<file path="config.mk">
export PLATFORM = sky130hd
export DESIGN_NAME = mvm_sequencer_flat
export DESIGN_NICKNAME = d
export VERILOG_FILES = /design/src/verilog/mvm_pkg.sv /design/src/verilog/mvm_lane_if.sv /design/src/verilog/mvm_fifo.sv /design/src/verilog/mvm_sequencer.sv /design/src/flat_wrapper.sv
export SDC_FILE = /design/constraint.sdc
export NUM_CORES = 1
export LEC_CHECK = 0
export BUFFER_PORTS_ARGS = -buffer_cell sky130_fd_sc_hd__buf_4
export CORE_MARGIN = 2
export CORE_UTILIZATION = 53
export CTS_BUF_LIST = sky130_fd_sc_hd__clkbuf_16
export DETAILED_ROUTE_END_ITERATION = 10
export PLACE_DENSITY = 0.82
export SLEW_MARGIN = 30
export SYNTH_ARGS = -nofsm -noshare
export SYNTH_HDL_FRONTEND = slang
export SYNTH_SLANG_ARGS = --single-unit
</file>
<file path="constraint.sdc">
create_clock -name clk -period 3.1 [get_ports clk]
set_clock_uncertainty 0.15 [all_clocks]
set_input_delay 0.155 -clock clk [delete_from_list [all_inputs] [get_ports clk]]
set_output_delay 0.155 -clock clk [all_outputs]
set_load 0.005 [all_outputs]
</file>
<file path="src/verilog/mvm_pkg.sv">
package mvm_pkg;

	// Vector geometry
	localparam int LANES = 4;
	localparam int ELEMW = 16;
	localparam int VECW  = LANES * ELEMW;
	localparam int ACCW  = 32;
	localparam int USERW = 16;

	// Per-lane register file and instruction memory sizes
	localparam int RF_DEPTH   = 16;
	localparam int RF_ADDRW   = $clog2(RF_DEPTH);
	localparam int INST_DEPTH = 16;
	localparam int INST_ADDRW = $clog2(INST_DEPTH);

	// Issue to result: row read, products, sum
	localparam int LANE_LATENCY = 3;

	typedef logic signed [ELEMW-1:0] elem_t;

	typedef elem_t [LANES-1:0] vec_t;

	// For a jump, rf_raddr carries the target address
	typedef struct packed {
		logic [RF_ADDRW-1:0] rf_raddr;
		logic                last;
		logic                jump;
		logic                en;
	} inst_t;

	typedef struct packed {
		logic [VECW-$bits(inst_t)-1:0] pad;
		inst_t                         inst;
	} inst_word_t;

	// One receive word, read as an instruction or as a vector depending on its kind
	typedef union packed {
		inst_word_t inst_word;
		vec_t       vec;
	} rx_word_u;

	typedef enum logic [1:0] {
		KIND_INST = 2'd0,
		KIND_VEC  = 2'd2,
		KIND_ROW  = 2'd3
	} rx_kind_e;

endpackage

</file>
<file path="src/verilog/mvm_lane_if.sv">
interface mvm_lane_if import mvm_pkg::*; #(
	parameter int DPES = 4
) ();

	// Row writes into the lane register files
	logic [DPES-1:0]     wr_mask;
	logic [RF_ADDRW-1:0] wr_addr;
	vec_t                wr_data;

	// Dot-product issue
	logic [RF_ADDRW-1:0] rd_addr;
	logic                issue;
	vec_t                vec;

	modport steer (
		output wr_mask,
		output wr_addr,
		output wr_data
	);

	modport seq (
		output rd_addr,
		output issue,
		output vec
	);

	modport lane (
		input wr_mask,
		input wr_addr,
		input wr_data,
		input rd_addr,
		input issue,
		input vec
	);

endinterface

</file>
<file path="src/verilog/mvm_fifo.sv">
module mvm_fifo #(
	parameter int WIDTH = 64,
	parameter int DEPTH = 8
) (
	input  logic                       clk,
	input  logic                       rst,
	input  logic                       push,
	input  logic [WIDTH-1:0]           idata,
	input  logic                       pop,
	output logic [WIDTH-1:0]           odata,
	output logic                       empty,
	output logic                       full,
	output logic [$clog2(DEPTH):0]     count
);

	localparam int ADDRW = $clog2(DEPTH);

	logic [WIDTH-1:0] mem [DEPTH];
	logic [ADDRW-1:0] wr_ptr;
	logic [ADDRW-1:0] rd_ptr;
	logic             do_push;
	logic             do_pop;

	assign do_push = push && !full;
	assign do_pop  = pop && !empty;

	always_ff @(posedge clk) begin
		if (do_push) begin
			mem[wr_ptr] <= idata;
		end
	end

	// Pointers wrap explicitly so a depth that is not a power of two still works
	always_ff @(posedge clk) begin
		if (rst) begin
			wr_ptr <= '0;
			rd_ptr <= '0;
			count  <= '0;
		end else begin
			if (do_push) begin
				wr_ptr <= (wr_ptr == ADDRW'(DEPTH - 1)) ? '0 : wr_ptr + 1'b1;
			end
			if (do_pop) begin
				rd_ptr <= (rd_ptr == ADDRW'(DEPTH - 1)) ? '0 : rd_ptr + 1'b1;
			end
			if (do_push && !do_pop) begin
				count <= count + 1'b1;
			end else if (do_pop && !do_push) begin
				count <= count - 1'b1;
			end
		end
	end

	assign odata = mem[rd_ptr];
	assign empty = (count == '0);
	assign full  = (count == ($clog2(DEPTH) + 1)'(DEPTH));

endmodule

</file>
<file path="src/verilog/mvm_sequencer.sv">
module mvm_sequencer import mvm_pkg::*; #(
	parameter int DPES       = 4,
	parameter int INPT_DEPTH = 4
) (
	input  logic                  clk,
	input  logic                  rst,
	input  logic                  inst_wen,
	input  logic [INST_ADDRW-1:0] inst_waddr,
	input  inst_t                 inst_wdata,
	input  logic                  vec_push,
	input  vec_t                  vec_data,
	input  logic                  space_ok,
	output logic                  rx_credit,
	mvm_lane_if.seq               lane
);

	inst_t                 inst_mem [INST_DEPTH];
	logic [INST_ADDRW-1:0] pc;
	inst_t                 cur;
	vec_t                  vec_head;
	logic                  vec_empty;
	logic                  do_issue;
	logic                  do_jump;
	logic                  vec_pop;

	if (DPES < 1 || INPT_DEPTH < 2) begin : gen_cfg_check
		$error("sequencer needs at least one lane and two input entries");
	end

	// Input vectors wait here until the last step of the program has used them
	mvm_fifo #(
		.WIDTH(VECW),
		.DEPTH(INPT_DEPTH)
	) i_input_fifo (
		.clk  (clk),
		.rst  (rst),
		.push (vec_push),
		.idata(vec_data),
		.pop  (vec_pop),
		.odata(vec_head),
		.empty(vec_empty),
		.full (),
		.count()
	);

	// Entries come out of reset disabled so the program halts at address 0
	always_ff @(posedge clk) begin
		if (rst) begin
			for (int i = 0; i < INST_DEPTH; i++) begin
				inst_mem[i] <= '0;
			end
		end else if (inst_wen) begin
			inst_mem[inst_waddr] <= inst_wdata;
		end
	end

	assign cur = inst_mem[pc];

	assign do_issue = cur.en && !cur.jump && !vec_empty && space_ok;
	assign do_jump  = cur.en && cur.jump;
	assign vec_pop  = do_issue && cur.last;

	always_ff @(posedge clk) begin
		if (rst) begin
			pc         <= '0;
			lane.issue <= 1'b0;
			rx_credit  <= 1'b0;
		end else begin
			lane.issue <= do_issue;
			rx_credit  <= vec_pop;
			if (do_jump) begin
				pc <= INST_ADDRW'(cur.rf_raddr);
			end else if (do_issue) begin
				pc <= pc + 1'b1;
			end
		end
	end

	always_ff @(posedge clk) begin
		lane.rd_addr <= cur.rf_raddr;
		lane.vec     <= vec_head;
	end

endmodule

</file>
<file path="src/flat_wrapper.sv">
// flat-port wrapper written by rule: the top's interface ports become plain ports
module mvm_sequencer_flat import mvm_pkg::*;
#(
	parameter int DPES       = 4,
	parameter int INPT_DEPTH = 4
)
  (clk, rst, inst_wen, inst_waddr, inst_wdata, vec_push, vec_data, space_ok, rx_credit, lane_rd_addr, lane_issue, lane_vec);
  mvm_lane_if #(.DPES(DPES)) lane_i ();
  input  logic clk;
  input  logic rst;
  input  logic inst_wen;
  input  logic [INST_ADDRW-1:0] inst_waddr;
  input  inst_t inst_wdata;
  input  logic vec_push;
  input  vec_t vec_data;
  input  logic space_ok;
  output logic rx_credit;
  output wire logic [$bits(lane_i.rd_addr)-1:0] lane_rd_addr;
  output wire logic [$bits(lane_i.issue)-1:0] lane_issue;
  output wire logic [$bits(lane_i.vec)-1:0] lane_vec;
  assign lane_rd_addr = lane_i.rd_addr;
  assign lane_issue = lane_i.issue;
  assign lane_vec = lane_i.vec;
  mvm_sequencer #(.DPES(DPES), .INPT_DEPTH(INPT_DEPTH)) u_core (.clk(clk), .rst(rst), .inst_wen(inst_wen), .inst_waddr(inst_waddr), .inst_wdata(inst_wdata), .vec_push(vec_push), .vec_data(vec_data), .space_ok(space_ok), .rx_credit(rx_credit), .lane(lane_i));
endmodule
</file>
==> results of run 1 <==
worst paths after layout:
| check | to | slack, ns | from |
|---|---|---|---|
| worst max-delay path | u_core.i_input_fifo.count[2]$_SDFFE_PP0P_ | 0.08 | flop |
| worst max register to register | u_core.i_input_fifo.count[2]$_SDFFE_PP0P_ | 0.08 | flop |
| worst min register to register | flop | 0.36 | u_core.pc[3]$_SDFFE_PP0N_ |
| worst min-delay path | u_core.i_input_fifo.wr_ptr[0]$_SDFFE_PP0P_ | 0.08 | vec_push |
layout make-up:
class	instances	area share
clock buffer	47	0.0574
clock inverter	35	0.00903
inverter	3	0.000549
multi-input combinational	322	0.178
sequential	453	0.622
tap	396	0.0242
timing repair buffer	258	0.108
registers in the layout, summed over array words and instances, names as in the netlist, named ones only:
| signal | cells |
|---|---|
| u_core.i_input_fifo.mem | 256 |
| u_core.inst_mem | 112 |
| u_core.lane.vec | 64 |
| u_core.lane.rd_addr | 4 |
| u_core.pc | 4 |
| u_core.i_input_fifo.count | 3 |
| u_core.i_input_fifo.rd_ptr | 2 |
| u_core.i_input_fifo.wr_ptr | 2 |
| u_core.lane.issue | 1 |
| u_core.rx_credit | 1 |
power by group:
part / internal (mW) / switching [mW] / leakage [nW] / total, mW
combinational: 1.44 / 1.19 / 2.40 / 2.63
clock: 2.76 / 2.22 / 0.715 / 4.98
sequential: 7.42 / 0.378 / 4.13 / 7.80
total: 11.6 / 3.79 / 7.24 / 15.4
placed cells by master, fill, tap and decap left out, types with 7 or more instances in the layout:
| cell | n |
|---|---|
| sky130_fd_sc_hd__dlygate4sd3_1 | 73 |
| sky130_fd_sc_hd__or2_2 | 16 |
| sky130_fd_sc_hd__dfxtp_1 | 82 |
| sky130_fd_sc_hd__clkinv_1 | 9 |
| sky130_fd_sc_hd__mux4_2 | 92 |
| sky130_fd_sc_hd__buf_12 | 7 |
| sky130_fd_sc_hd__inv_1 | 12 |
| sky130_fd_sc_hd__clkinv_2 | 7 |
| sky130_fd_sc_hd__buf_4 | 177 |
| sky130_fd_sc_hd__nor2_1 | 26 |
| sky130_fd_sc_hd__nand2_1 | 9 |
| sky130_fd_sc_hd__clkbuf_16 | 48 |
| sky130_fd_sc_hd__edfxtp_1 | 368 |
| sky130_fd_sc_hd__and2_1 | 112 |
critical path, stage by stage (launching register included):
cell and delay (ns):
sky130_fd_sc_hd__dfxtp_4 0.38, sky130_fd_sc_hd__buf_12 0.12, sky130_fd_sc_hd__mux4_2 0.51, sky130_fd_sc_hd__mux4_2 0.52
sky130_fd_sc_hd__nand4bb_4 0.14, sky130_fd_sc_hd__ha_4 0.15, sky130_fd_sc_hd__inv_2 0.04, sky130_fd_sc_hd__fa_2 0.35
sky130_fd_sc_hd__xor2_1 0.15, sky130_fd_sc_hd__or3_1 0.30, sky130_fd_sc_hd__a21oi_1 0.13
per-stage QoR:
stage | util | TNS, ns | power (mW) | cell area, um2
after global placement | 0.598 | 0 | 10.3 | 18300
final | 0.669 | 0 | 15.4 | 20500
after global routing | 0.669 | -0.00464 | 16.0 | 20500
after CTS | 0.667 | 0 | 15.5 | 20500
after floorplan | - | 0 | 9.24 | 16500
after detailed placement | 0.598 | -0.0513 | 10.4 | 18300
layer usage:
metal | global-route usage | part of all wire | vias up
li1 | - | - | 3721
met5 | 0 | 0 | -
met2 | 0.365 | 0.53 | 318
met4 | 0.0590 | 0.022 | 0
met1 | 0.274 | 0.40 | 4253
met3 | 0.0400 | 0.057 | 56
logic make-up after synthesis:
| family | after synthesis | share of synthesized area |
|---|---|---|
| simple gates | 193 | 0.0689 |
| xor+xnor | 2 | 0.00106 |
| flops | 453 | 0.771 |
| compound gates | 16 | 0.00658 |
| fa+ha+maj | 8 | 0.00651 |
| mux | 103 | 0.136 |
| buf+inv | 35 | 0.00983 |
repair_timing:
action                                  in CTS  in global routing
endpoints found under the setup margin       1                  1
endpoints found under the hold margin      385                  0
setup buffers                                2                  1
hold buffers                                73                  0
pin swaps                                    0                  4
gates cloned                                 0                  1
resized for setup                            3                  4
==> summary.txt, run 1 <==
Status
  – Result of the run: finished, final reports clean

Die
  – Floorplan die height: 181 um
  – Number of cell rows: 64
  – Number of primary I/O pins: 150
  – Floorplan core area: 30700 um2
  – Effective utilization at floorplan: 0.539
  – Floorplan die area: 32600 um2
  – Horiz. Die Dim: 181 um

Synth
  – Post-Synthesis Cell Area: 16500 um2
  – Synth top area share: 0.668
  – Cell type with the largest total area after synthesis: sky130_fd_sc_hd__edfxtp_1
  – Gate count of the mapped netlist: 810
  – Unique cell type count in the Yosys netlist: 40
  – Most instantiated cells after synthesis: sky130_fd_sc_hd__edfxtp_1 (368), sky130_fd_sc_hd__and2_1 (116), sky130_fd_sc_hd__mux4_2 (92)
  – Sequential element share of the synthesized area: 0.771
  – Register bit total from synthesis: 453
  – Dominant cell by count in the synthesized netlist: sky130_fd_sc_hd__edfxtp_1
  – YS warnings: 0
  – FFs w/ async S/R, synth: 0
  – Net count after synthesis: roughly 900
  – Primary FF master, synth: sky130_fd_sc_hd__edfxtp_1
  – Number of flops mapped to enable cells by yosys: 368
  – Synthesized area divided by synthesized cell count: 20.4 um2
  – Top cells by area in the synthesized netlist: sky130_fd_sc_hd__edfxtp_1 (67%), sky130_fd_sc_hd__mux4_2 (13%), sky130_fd_sc_hd__dfxtp_1 (10%)

Place
  – # port buffers: 149
  – Detailed placer's ending HPWL: a little over 20000 um
  – Post-placement setup slack: -0.0513 ns
  – Final weighted congestion in routability-driven placement: 0.792
  – Post-placement cell count: 1355

Route
  – Wire length after detailed routing: 34200 um
  – Average wire length per cell after detail routing: 22.6 um
  – Detailed-router iteration count before antenna repair: 5
  – DRT antenna net count: 0
  – DRC viols: 0
  – Number of DRC markers in iteration 0: 702
  – Via count: 8348
  – DR vias/cell: roughly 5.5

Clock network
  – CTS Buf Count: 44
  – TritonCTS clock tree: done
  – Clock Tree Root: sky130_fd_sc_hd__clkbuf_16
  – Worst-skew pair later-pin latency: 0.55 ns
  – TritonCTS sink count: 453
  – H-tree level count: 2
  – Clock-pin slew on the worst setup and hold paths: ~0.06 ns
  – Longest Clk Path Bufs: 3

STA
  – Max Freq: 331 MHz
  – Worst relative slew slack: 0.430
  – Final Setup Violations: 0
  – Final Cycle Share: 0.975
  – Final hold slack: approximately 0.084 ns
  – Max-slew violations: 0
  – Shortest clock period the worst path allows after layout: 3.02 ns
  – Worst Max-Slew Pin Slew: 0.855 ns
  – RSZ-0062 raised after global routing: yes
  – Minimum setup slack in the final design: 0.0778 ns
  – Hold Fails Final Rpt: 0

Finish
  – Area of all sequential standard cells: 12800 um2
  – Number of fillers in the final layout: around 1900
  – Combined area of the multi-input logic cells: 3650 um2
  – Area delta synth->final: 24.0%
  – Antenna diode instance count: 0
  – Count of nets after finishing: approximately 1200
  – Ratio of cells with drive above 1 in the final layout: 0.332
  – Finished Layout Cells: around 1500

Hold path
  – Cell depth of the worst min-delay path: 5
  – Type of the tightest min-delay check: in -> reg

Worst setup path
  – Element type at the critical path start: flop
  – Kind of end point of the critical path: flop
  – Worst path required time: 3.41 ns
  – Number of cells traversed by the worst register-to-register path: 10
  – Setup Crit Path Kind: reg -> reg
  – Arr. time, crit path: 3.33 ns
  – Critical path peak fanout: 5

Pwr
  – Power Density: between 700 and 800 nW/um2
  – Peak ir drop on the vdd network: 451 uV
  – Static leakage power: 7.24 nW

Global route
  – Pin count of the biggest net entering global routing: 39
  – Global-route congestion overflow total: 0
  – Overall Global Routing Usage: 0.211
  – Initial antenna violation count: 0
  – Number of global-route vias before repair: 8935
  – First-pass GRT wire length: around 53000 um

Job
  – Number of max-cap violations: 0
No activity file was read; power rests on OpenSTA's default activity.
==> run 2, diff against run 1 <==
ABC_AREA = 1   (was unset)
==> summary.txt, run 2 <==
Finish
  – Registers with the highest flip-flop counts: u_core.i_input_fifo.mem: 256 flops, u_core.inst_mem: 112 flops, u_core.lane.vec: 64 flops
  – Area of all sequential standard cells: 12800 um2
  – Count of nets after finishing: 1641
  – Commonest non-fill, non-tap cell in the layout: sky130_fd_sc_hd__edfxtp_1
  – Combined area of the multi-input logic cells: 3520 um2
  – Ratio of cells with drive above 1 in the final layout: 0.169
  – Area delta synth->final: 22.8%
  – Number of flip-flops under the largest register name: 256
  – Finished Layout Cells: 1993
  – Cell area after layout: 20600 um2
  – Post-route core utilization: 0.656
  – Register containing the most flip-flops in the final layout: u_core.i_input_fifo.mem
  – Most used cells in the layout excluding fill and tap cells: sky130_fd_sc_hd__edfxtp_1 (368), sky130_fd_sc_hd__nor2_1 (300), sky130_fd_sc_hd__buf_4 (170)
  – Number of fillers in the final layout: roughly 2200

STA
  – Shortest clock period the worst path allows after layout: ~2.8 ns
  – Final hold slack: 0.0806 ns
  – Minimum setup slack in the final design: 0.322 ns
  – Hold Fails Final Rpt: 0
  – Final Cycle Share: 0.896
  – Max-slew violations: 0
  – Final Setup Violations: 0
  – Max Freq: 360 MHz
  – Setup tns final: 0 ns
  – Worst relative slew slack: 0.404
  – Worst Max-Slew Pin Slew: approximately 0.9 ns
  – RSZ-0062 raised after global routing: no

Pwr
  – Power share of the clock group: 0.324
  – Relative contribution of sequential cells to total power: 0.478
  – Sw Share: 0.282
  – Peak ir drop on the vdd network: around 810 uV
  – Static leakage power: slightly below 8 nW
  – Power Density: a little under 800 nW/um2
  – Internal power: 11.7 mW
  – P_sw: ~4.6 mW
  – PnR Total Power: ~16 mW
  – Combinational fraction of design power: 0.198

Hold path
  – Hold worst-path end: u_core.inst_mem[1][2]$_SDFFCE_PN0P_
  – Type of the tightest min-delay check: in -> reg
  – Startpoint of the most critical hold path: inst_waddr[2]
  – Cell depth of the worst min-delay path: 4

Global route
  – Met1 track demand over resource in global routing: 0.286
  – Met3 demand-to-capacity share in global routing: 0.0475
  – Global-route congestion overflow total: 0
  – Number of global-route vias before repair: 11100
  – Global-route layer with the greatest usage: met2
  – Initial antenna violation count: 1
  – Overall Global Routing Usage: 0.234
  – Met2 routing resource usage after global routing: 0.408
  – First-pass GRT wire length: 60100 um
  – Pin count of the biggest net entering global routing: 131

Place
  – Cell area after placement: approximately 18000 um2
  – Post-placement setup slack: 0.338 ns
  – Detailed placer's ending HPWL: 22200 um
  – Post-placement cell count: 1840
  – Final weighted congestion in routability-driven placement: 0.884
  – # port buffers: 149

Clock network
  – TritonCTS clock tree: done
  – Clock-pin slew on the worst setup and hold paths: ~0.060 ns
  – Number of buffers inserted by post-CTS setup repair: 0
  – Longest Clk Path Bufs: 3
  – CTS Buf Count: 45
  – TritonCTS sink count: 453
  – H-tree level count: 2
  – Clock Tree Root: sky130_fd_sc_hd__clkbuf_16
  – Worst-skew pair later-pin latency: 0.56 ns

Synth
  – Unique cell type count in the Yosys netlist: 37
  – Primary FF master, synth: sky130_fd_sc_hd__edfxtp_1
  – Net count after synthesis: 1416
  – Cell type with the largest total area after synthesis: sky130_fd_sc_hd__edfxtp_1
  – Number of flops mapped to enable cells by yosys: ~370
  – Dominant cell by count in the synthesized netlist: sky130_fd_sc_hd__edfxtp_1
  – Post-Synthesis Cell Area: around 17000 um2
  – Register bit total from synthesis: roughly 450
  – Sequential element share of the synthesized area: 0.760
  – Synthesized area divided by synthesized cell count: about 13 um2
  – YS warnings: 0
  – Gate count of the mapped netlist: ~1300
  – FFs w/ async S/R, synth: 0
  – Synth top area share: 0.658
  – Top cells by area in the synthesized netlist: sky130_fd_sc_hd__edfxtp_1 (66%), sky130_fd_sc_hd__dfxtp_1 (10%), sky130_fd_sc_hd__nor2_1 (6.8%)
  – Most instantiated cells after synthesis: sky130_fd_sc_hd__edfxtp_1 (368), sky130_fd_sc_hd__nor2_1 (304), sky130_fd_sc_hd__o21ai_0 (153)

Route
  – DR vias/cell: 5.61
  – Average wire length per cell after detail routing: 19.6 um
  – DRT antenna net count: 0
  – DRC viols: 0
  – Number of DRC markers in iteration 0: 1034
  – Detailed-router iteration count before antenna repair: 7
  – Wire length after detailed routing: 39100 um
  – Via count: 11200

Die
  – Effective utilization at floorplan: 0.535
  – Horiz. Die Dim: between 150 and 200 um
  – Floorplan die area: 33100 um2
  – Number of cell rows: 65
  – Floorplan die height: 182 um
  – Number of primary I/O pins: 150
  – Floorplan core area: ~31000 um2

Job
  – Number of max-cap violations: 0

Status
  – Result of the run: finished, final reports clean

Worst setup path
  – Worst path required time: 3.44 ns
  – Element type at the critical path start: flop
  – Setup Crit Path Kind: reg -> reg
  – Arr. time, crit path: about 3.1 ns
  – Number of cells traversed by the worst register-to-register path: 16
  – Capturing point of the worst reg2reg path: u_core.i_input_fifo.count[2]$_SDFFE_PP0P_
  – Register-to-register setup slack: 0.32 ns
  – Critical path peak fanout: 37
  – Kind of end point of the critical path: flop
run 2: changes by cell type after synthesis, sizes merged, moves of 64 or more:
cell and delta:
nor2 +280, o21ai +163, and2 -116, nand2 +102
mux4 -96, o22ai +64
run 2: cell type report:
type                       count  share of cell area
multi-input combinational    746               0.171
tap                          402              0.0244
inverter                      59              0.0108
sequential                   453               0.619
timing repair buffer         248               0.105
clock buffer                  45              0.0547
clock inverter                39              0.0150
antenna                        1            0.000121
run 2: kinds of logic after synthesis:
logic type                 share of synthesized area
and+or+nand+nor                                0.116
AOI/OAI and AO/OA                             0.0844
buffers and inverters                         0.0320
adders and majority gates                    0.00641
DFF                                            0.760
xor gates and xnor gates                     0.00104
run 2: power by group through the flow:
stage / registers (mW) / clock network, mW / logic [mW]
2_1_floorplan: 7.90 / 0 / 1.64
3_3_place_gp: 7.87 / 0 / 3.02
4_1_cts: 7.78 / 5.27 / 3.21
3_5_place_dp: 7.90 / 0 / 3.11
6_report: 7.79 / 5.28 / 3.23
5_1_grt: 7.85 / 5.57 / 3.54
run 2: worst max-delay path by stage:
| stage | start | endpoint | slack, ns | cells past startpoint |
|---|---|---|---|---|
| after global routing | flop | u_core.i_input_fifo.count[2]$_SDFFE_PP0P_ | 0.1 | 16 |
| after floorplan | u_core.i_input_fifo.count[0]$_SDFFE_PP0P_ | u_core.i_input_fifo.mem[0][0]$_DFFE_PP_ | -0.79 | 2 |
| after CTS | flop | u_core.i_input_fifo.count[2]$_SDFFE_PP0P_ | 0.34 | 16 |
| after global placement | flop | u_core.i_input_fifo.count[2]$_SDFFE_PP0P_ | 0.45 | 16 |
| after detailed placement | flop | u_core.i_input_fifo.count[2]$_SDFFE_PP0P_ | 0.34 | 16 |
| final | flop | u_core.i_input_fifo.count[2]$_SDFFE_PP0P_ | 0.32 | 16 |
run 2: worst max-delay path: stages, from the launching register on:
cell and delay (ns):
sky130_fd_sc_hd__dfxtp_1 0.37, sky130_fd_sc_hd__buf_4 0.36, sky130_fd_sc_hd__nand2_1 0.10, sky130_fd_sc_hd__nand3_1 0.09
sky130_fd_sc_hd__nand3_1 0.09, sky130_fd_sc_hd__nand3_2 0.10, sky130_fd_sc_hd__nand2_2 0.13, sky130_fd_sc_hd__nand2_4 0.14
sky130_fd_sc_hd__nor2_8 0.05, sky130_fd_sc_hd__nand2_4 0.07, sky130_fd_sc_hd__ha_1 0.13, sky130_fd_sc_hd__inv_1 0.06
sky130_fd_sc_hd__fa_1 0.38, sky130_fd_sc_hd__o21ai_0 0.18, sky130_fd_sc_hd__a21o_1 0.12, sky130_fd_sc_hd__o21ai_0 0.07
sky130_fd_sc_hd__a21oi_1 0.13
run 2: what timing repair did:
item,in CTS,in global routing
endpoints found under the hold margin,261,0
hold buffers,68,0
gates resized for setup,0,0
run 2: per-layer routing:
layer,wire length [um],part of all wire,vias to the layer above
met2,20000,0.51,520
met1,14700,0.38,5420
met4,1510,0.039,0
met5,0,0,-
met3,2890,0.074,102
li1,-,-,5148
==> run 3, diff against run 2 <==
BUFFER_PORTS_ARGS = unset   (was -buffer_cell sky130_fd_sc_hd__buf_4)
CORE_UTILIZATION = 57   (was 53)
CTS_CLUSTER_DIAMETER = 120   (was unset)
DONT_BUFFER_PORTS = 1   (was unset)
TNS_END_PERCENT = 1   (was unset)
==> summary.txt, run 3 (synthesis gave the netlist of run 2 again) <==
Finish
  – Register containing the most flip-flops in the final layout: u_core.i_input_fifo.mem
  – Area delta synth->final: 15.4%
  – Number of fillers in the final layout: 1994
  – Combined area of the multi-input logic cells: ~3500 um2
  – Count of nets after finishing: 1495
  – Most used cells in the layout excluding fill and tap cells: sky130_fd_sc_hd__edfxtp_1 (368), sky130_fd_sc_hd__nor2_1 (300), sky130_fd_sc_hd__o21ai_0 (153)
  – Registers with the highest flip-flop counts: u_core.i_input_fifo.mem: 256 flops, u_core.inst_mem: 112 flops, u_core.lane.vec: 64 flops
  – Commonest non-fill, non-tap cell in the layout: sky130_fd_sc_hd__edfxtp_1
  – Area of all sequential standard cells: 12800 um2
  – Cell area after layout: just under 20000 um2
  – Ratio of cells with drive above 1 in the final layout: 0.0818
  – Number of flip-flops under the largest register name: 256

STA
  – Hold Fails Final Rpt: 0
  – Worst Max-Slew Pin Slew: approximately 0.81 ns
  – Minimum setup slack in the final design: approximately 0.33 ns
  – Setup tns final: 0 ns
  – Worst relative slew slack: 0.459
  – RSZ-0062 raised after global routing: no
  – Final Setup Violations: 0
  – Final Cycle Share: 0.895
  – Shortest clock period the worst path allows after layout: 2.77 ns
  – Max Freq: 360 MHz
  – Max-slew violations: 0

Worst setup path
  – Arr. time, crit path: 3.09 ns
  – Top cell by count, worst path: sky130_fd_sc_hd__nand3_1
  – Dominant delay contributor by cell family on the critical path: simple AND/OR/NAND/NOR gates
  – Kind of end point of the critical path: flop
  – Buffers & Inverters on Critical Path: 2
  – Cell with the largest stage delay on the worst path: sky130_fd_sc_hd__dfxtp_1
  – Worst path required time: ~3.4 ns
  – List of cells traversed by the critical path: buf_12 > nand2_1 > nand3_1 > nand3_1 > nand3_1 > nand2_2 > nand2_4 > nor2_8 > nand2_4 > ha_1 > inv_1 > fa_1 > o21ai_0 > a21o_1 > o21ai_0 > a21oi_1
  – Element type at the critical path start: flop
  – Critical path peak fanout: 57
  – Crit path largest cell delay: 0.42 ns
  – Setup Crit Path Kind: reg -> reg

Pwr
  – Static leakage power: 7.09 nW
  – Peak ir drop on the vdd network: 759 uV
  – Power Density: a little under 800 nW/um2

Route
  – DRC viols: 0
  – Average wire length per cell after detail routing: 20.2 um
  – Detailed-router iteration count before antenna repair: 5
  – Wire length after detailed routing: 37000 um
  – DRT antenna net count: 0
  – DR vias/cell: 5.80
  – Via count: 10600
  – Number of DRC markers in iteration 0: slightly above 1000

Place
  – Detailed placer's ending HPWL: 21800 um
  – Cell area after placement: approximately 17000 um2
  – # port buffers: 0
  – Post-placement setup slack: 0.273 ns
  – Final weighted congestion in routability-driven placement: 0.851

Clock network
  – TritonCTS sink count: 453
  – TritonCTS clock tree: done
  – CTS Buf Count: 45
  – H-tree level count: 2
  – Worst-skew pair later-pin latency: 0.54 ns
  – Clock-pin slew on the worst setup and hold paths: 0.06 ns
  – Clock Tree Root: sky130_fd_sc_hd__clkbuf_16
  – Longest Clk Path Bufs: 3

Die
  – Effective utilization at floorplan: 0.582
  – Floorplan die height: roughly 180 um
  – Number of cell rows: 62
  – Floorplan core area: 28900 um2
  – Horiz. Die Dim: 176 um
  – Number of primary I/O pins: 150
  – Floorplan die area: 30800 um2

Job
  – Number of max-cap violations: 0

Global route
  – Overall Global Routing Usage: 0.240
  – Number of global-route vias before repair: ~11000
  – Initial antenna violation count: 3
  – Pin count of the biggest net entering global routing: 77
  – Global-route congestion overflow total: 0
  – First-pass GRT wire length: 57200 um

Status
  – Result of the run: finished, final reports clean

Hold path
  – Type of the tightest min-delay check: in -> reg
[run 3: path summary, 6_finish.rpt]
| check | from | endpoint | slack (ns) | cells after the start |
|---|---|---|---|---|
| max | flop | u_core.i_input_fifo.count[2]$_SDFFE_PP0P_ | 0.33 | 16 |
| min | inst_waddr[3] | u_core.inst_mem[6][1]$_SDFFCE_PN0P_ | 0.02 | 3 |
| max reg2reg | flop | u_core.i_input_fifo.count[2]$_SDFFE_PP0P_ | 0.33 | 16 |
| min reg2reg | u_core.i_input_fifo.mem[0][11]$_DFFE_PP_ | u_core.lane.vec[11]$_DFF_P_ | 0.35 | 2 |
[run 3: per-layer routing]
layer	GRT usage	share of wire
met5	0	0
met4	0.0892	0.032
met3	0.0511	0.081
met2	0.418	0.51
met1	0.297	0.38
[run 3: repair_timing]
item,in CTS,in global routing
hold endpoints to repair,322,0
hold buffers,72,0
gates resized for setup,0,2
buffers inserted,0,0
endpoints found under the setup margin,0,2
[run 3: cell type report]
type / instances / area share
sequential: 453 / 0.659
multi-input combinational: 746 / 0.182
clock buffer: 45 / 0.0581
timing repair buffer: 102 / 0.0534
tap: 384 / 0.0248
inverter: 59 / 0.0116
clock inverter: 38 / 0.0111
antenna: 3 / 0.000388
[run 3: worst register-to-register path, stage by stage, from the launching register on]
cell and delay (ns):
sky130_fd_sc_hd__dfxtp_1 0.42, sky130_fd_sc_hd__buf_12 0.27, sky130_fd_sc_hd__nand2_1 0.11, sky130_fd_sc_hd__nand3_1 0.09, sky130_fd_sc_hd__nand3_1 0.08, sky130_fd_sc_hd__nand3_1 0.11
sky130_fd_sc_hd__nand2_2 0.12, sky130_fd_sc_hd__nand2_4 0.14, sky130_fd_sc_hd__nor2_8 0.05, sky130_fd_sc_hd__nand2_4 0.07, sky130_fd_sc_hd__ha_1 0.14, sky130_fd_sc_hd__inv_1 0.07
sky130_fd_sc_hd__fa_1 0.38, sky130_fd_sc_hd__o21ai_0 0.18, sky130_fd_sc_hd__a21o_1 0.12, sky130_fd_sc_hd__o21ai_0 0.08, sky130_fd_sc_hd__a21oi_1 0.13
[run 3: metrics by stage]
step | hold WS [ns] | utilization | total power, mW | cells
after floorplan | 0.0774 | - | 9.54 | 1328
after global placement | 0.0856 | 0.599 | 10.2 | 1672
after detailed placement | 0.0892 | 0.599 | 10.3 | 1672
after CTS | 0.00448 | 0.671 | 15.3 | 1827
after global routing | 0.0388 | 0.671 | 15.9 | 1830
final | 0.0231 | 0.671 | 15.3 | 1830
[run 3: report_power, final]
part	internal, mW	switching [mW]	leakage, nW
Sequential	7.50	0.437	4.13
Combinational	0.763	1.68	2.24
Clock	2.73	2.17	0.723
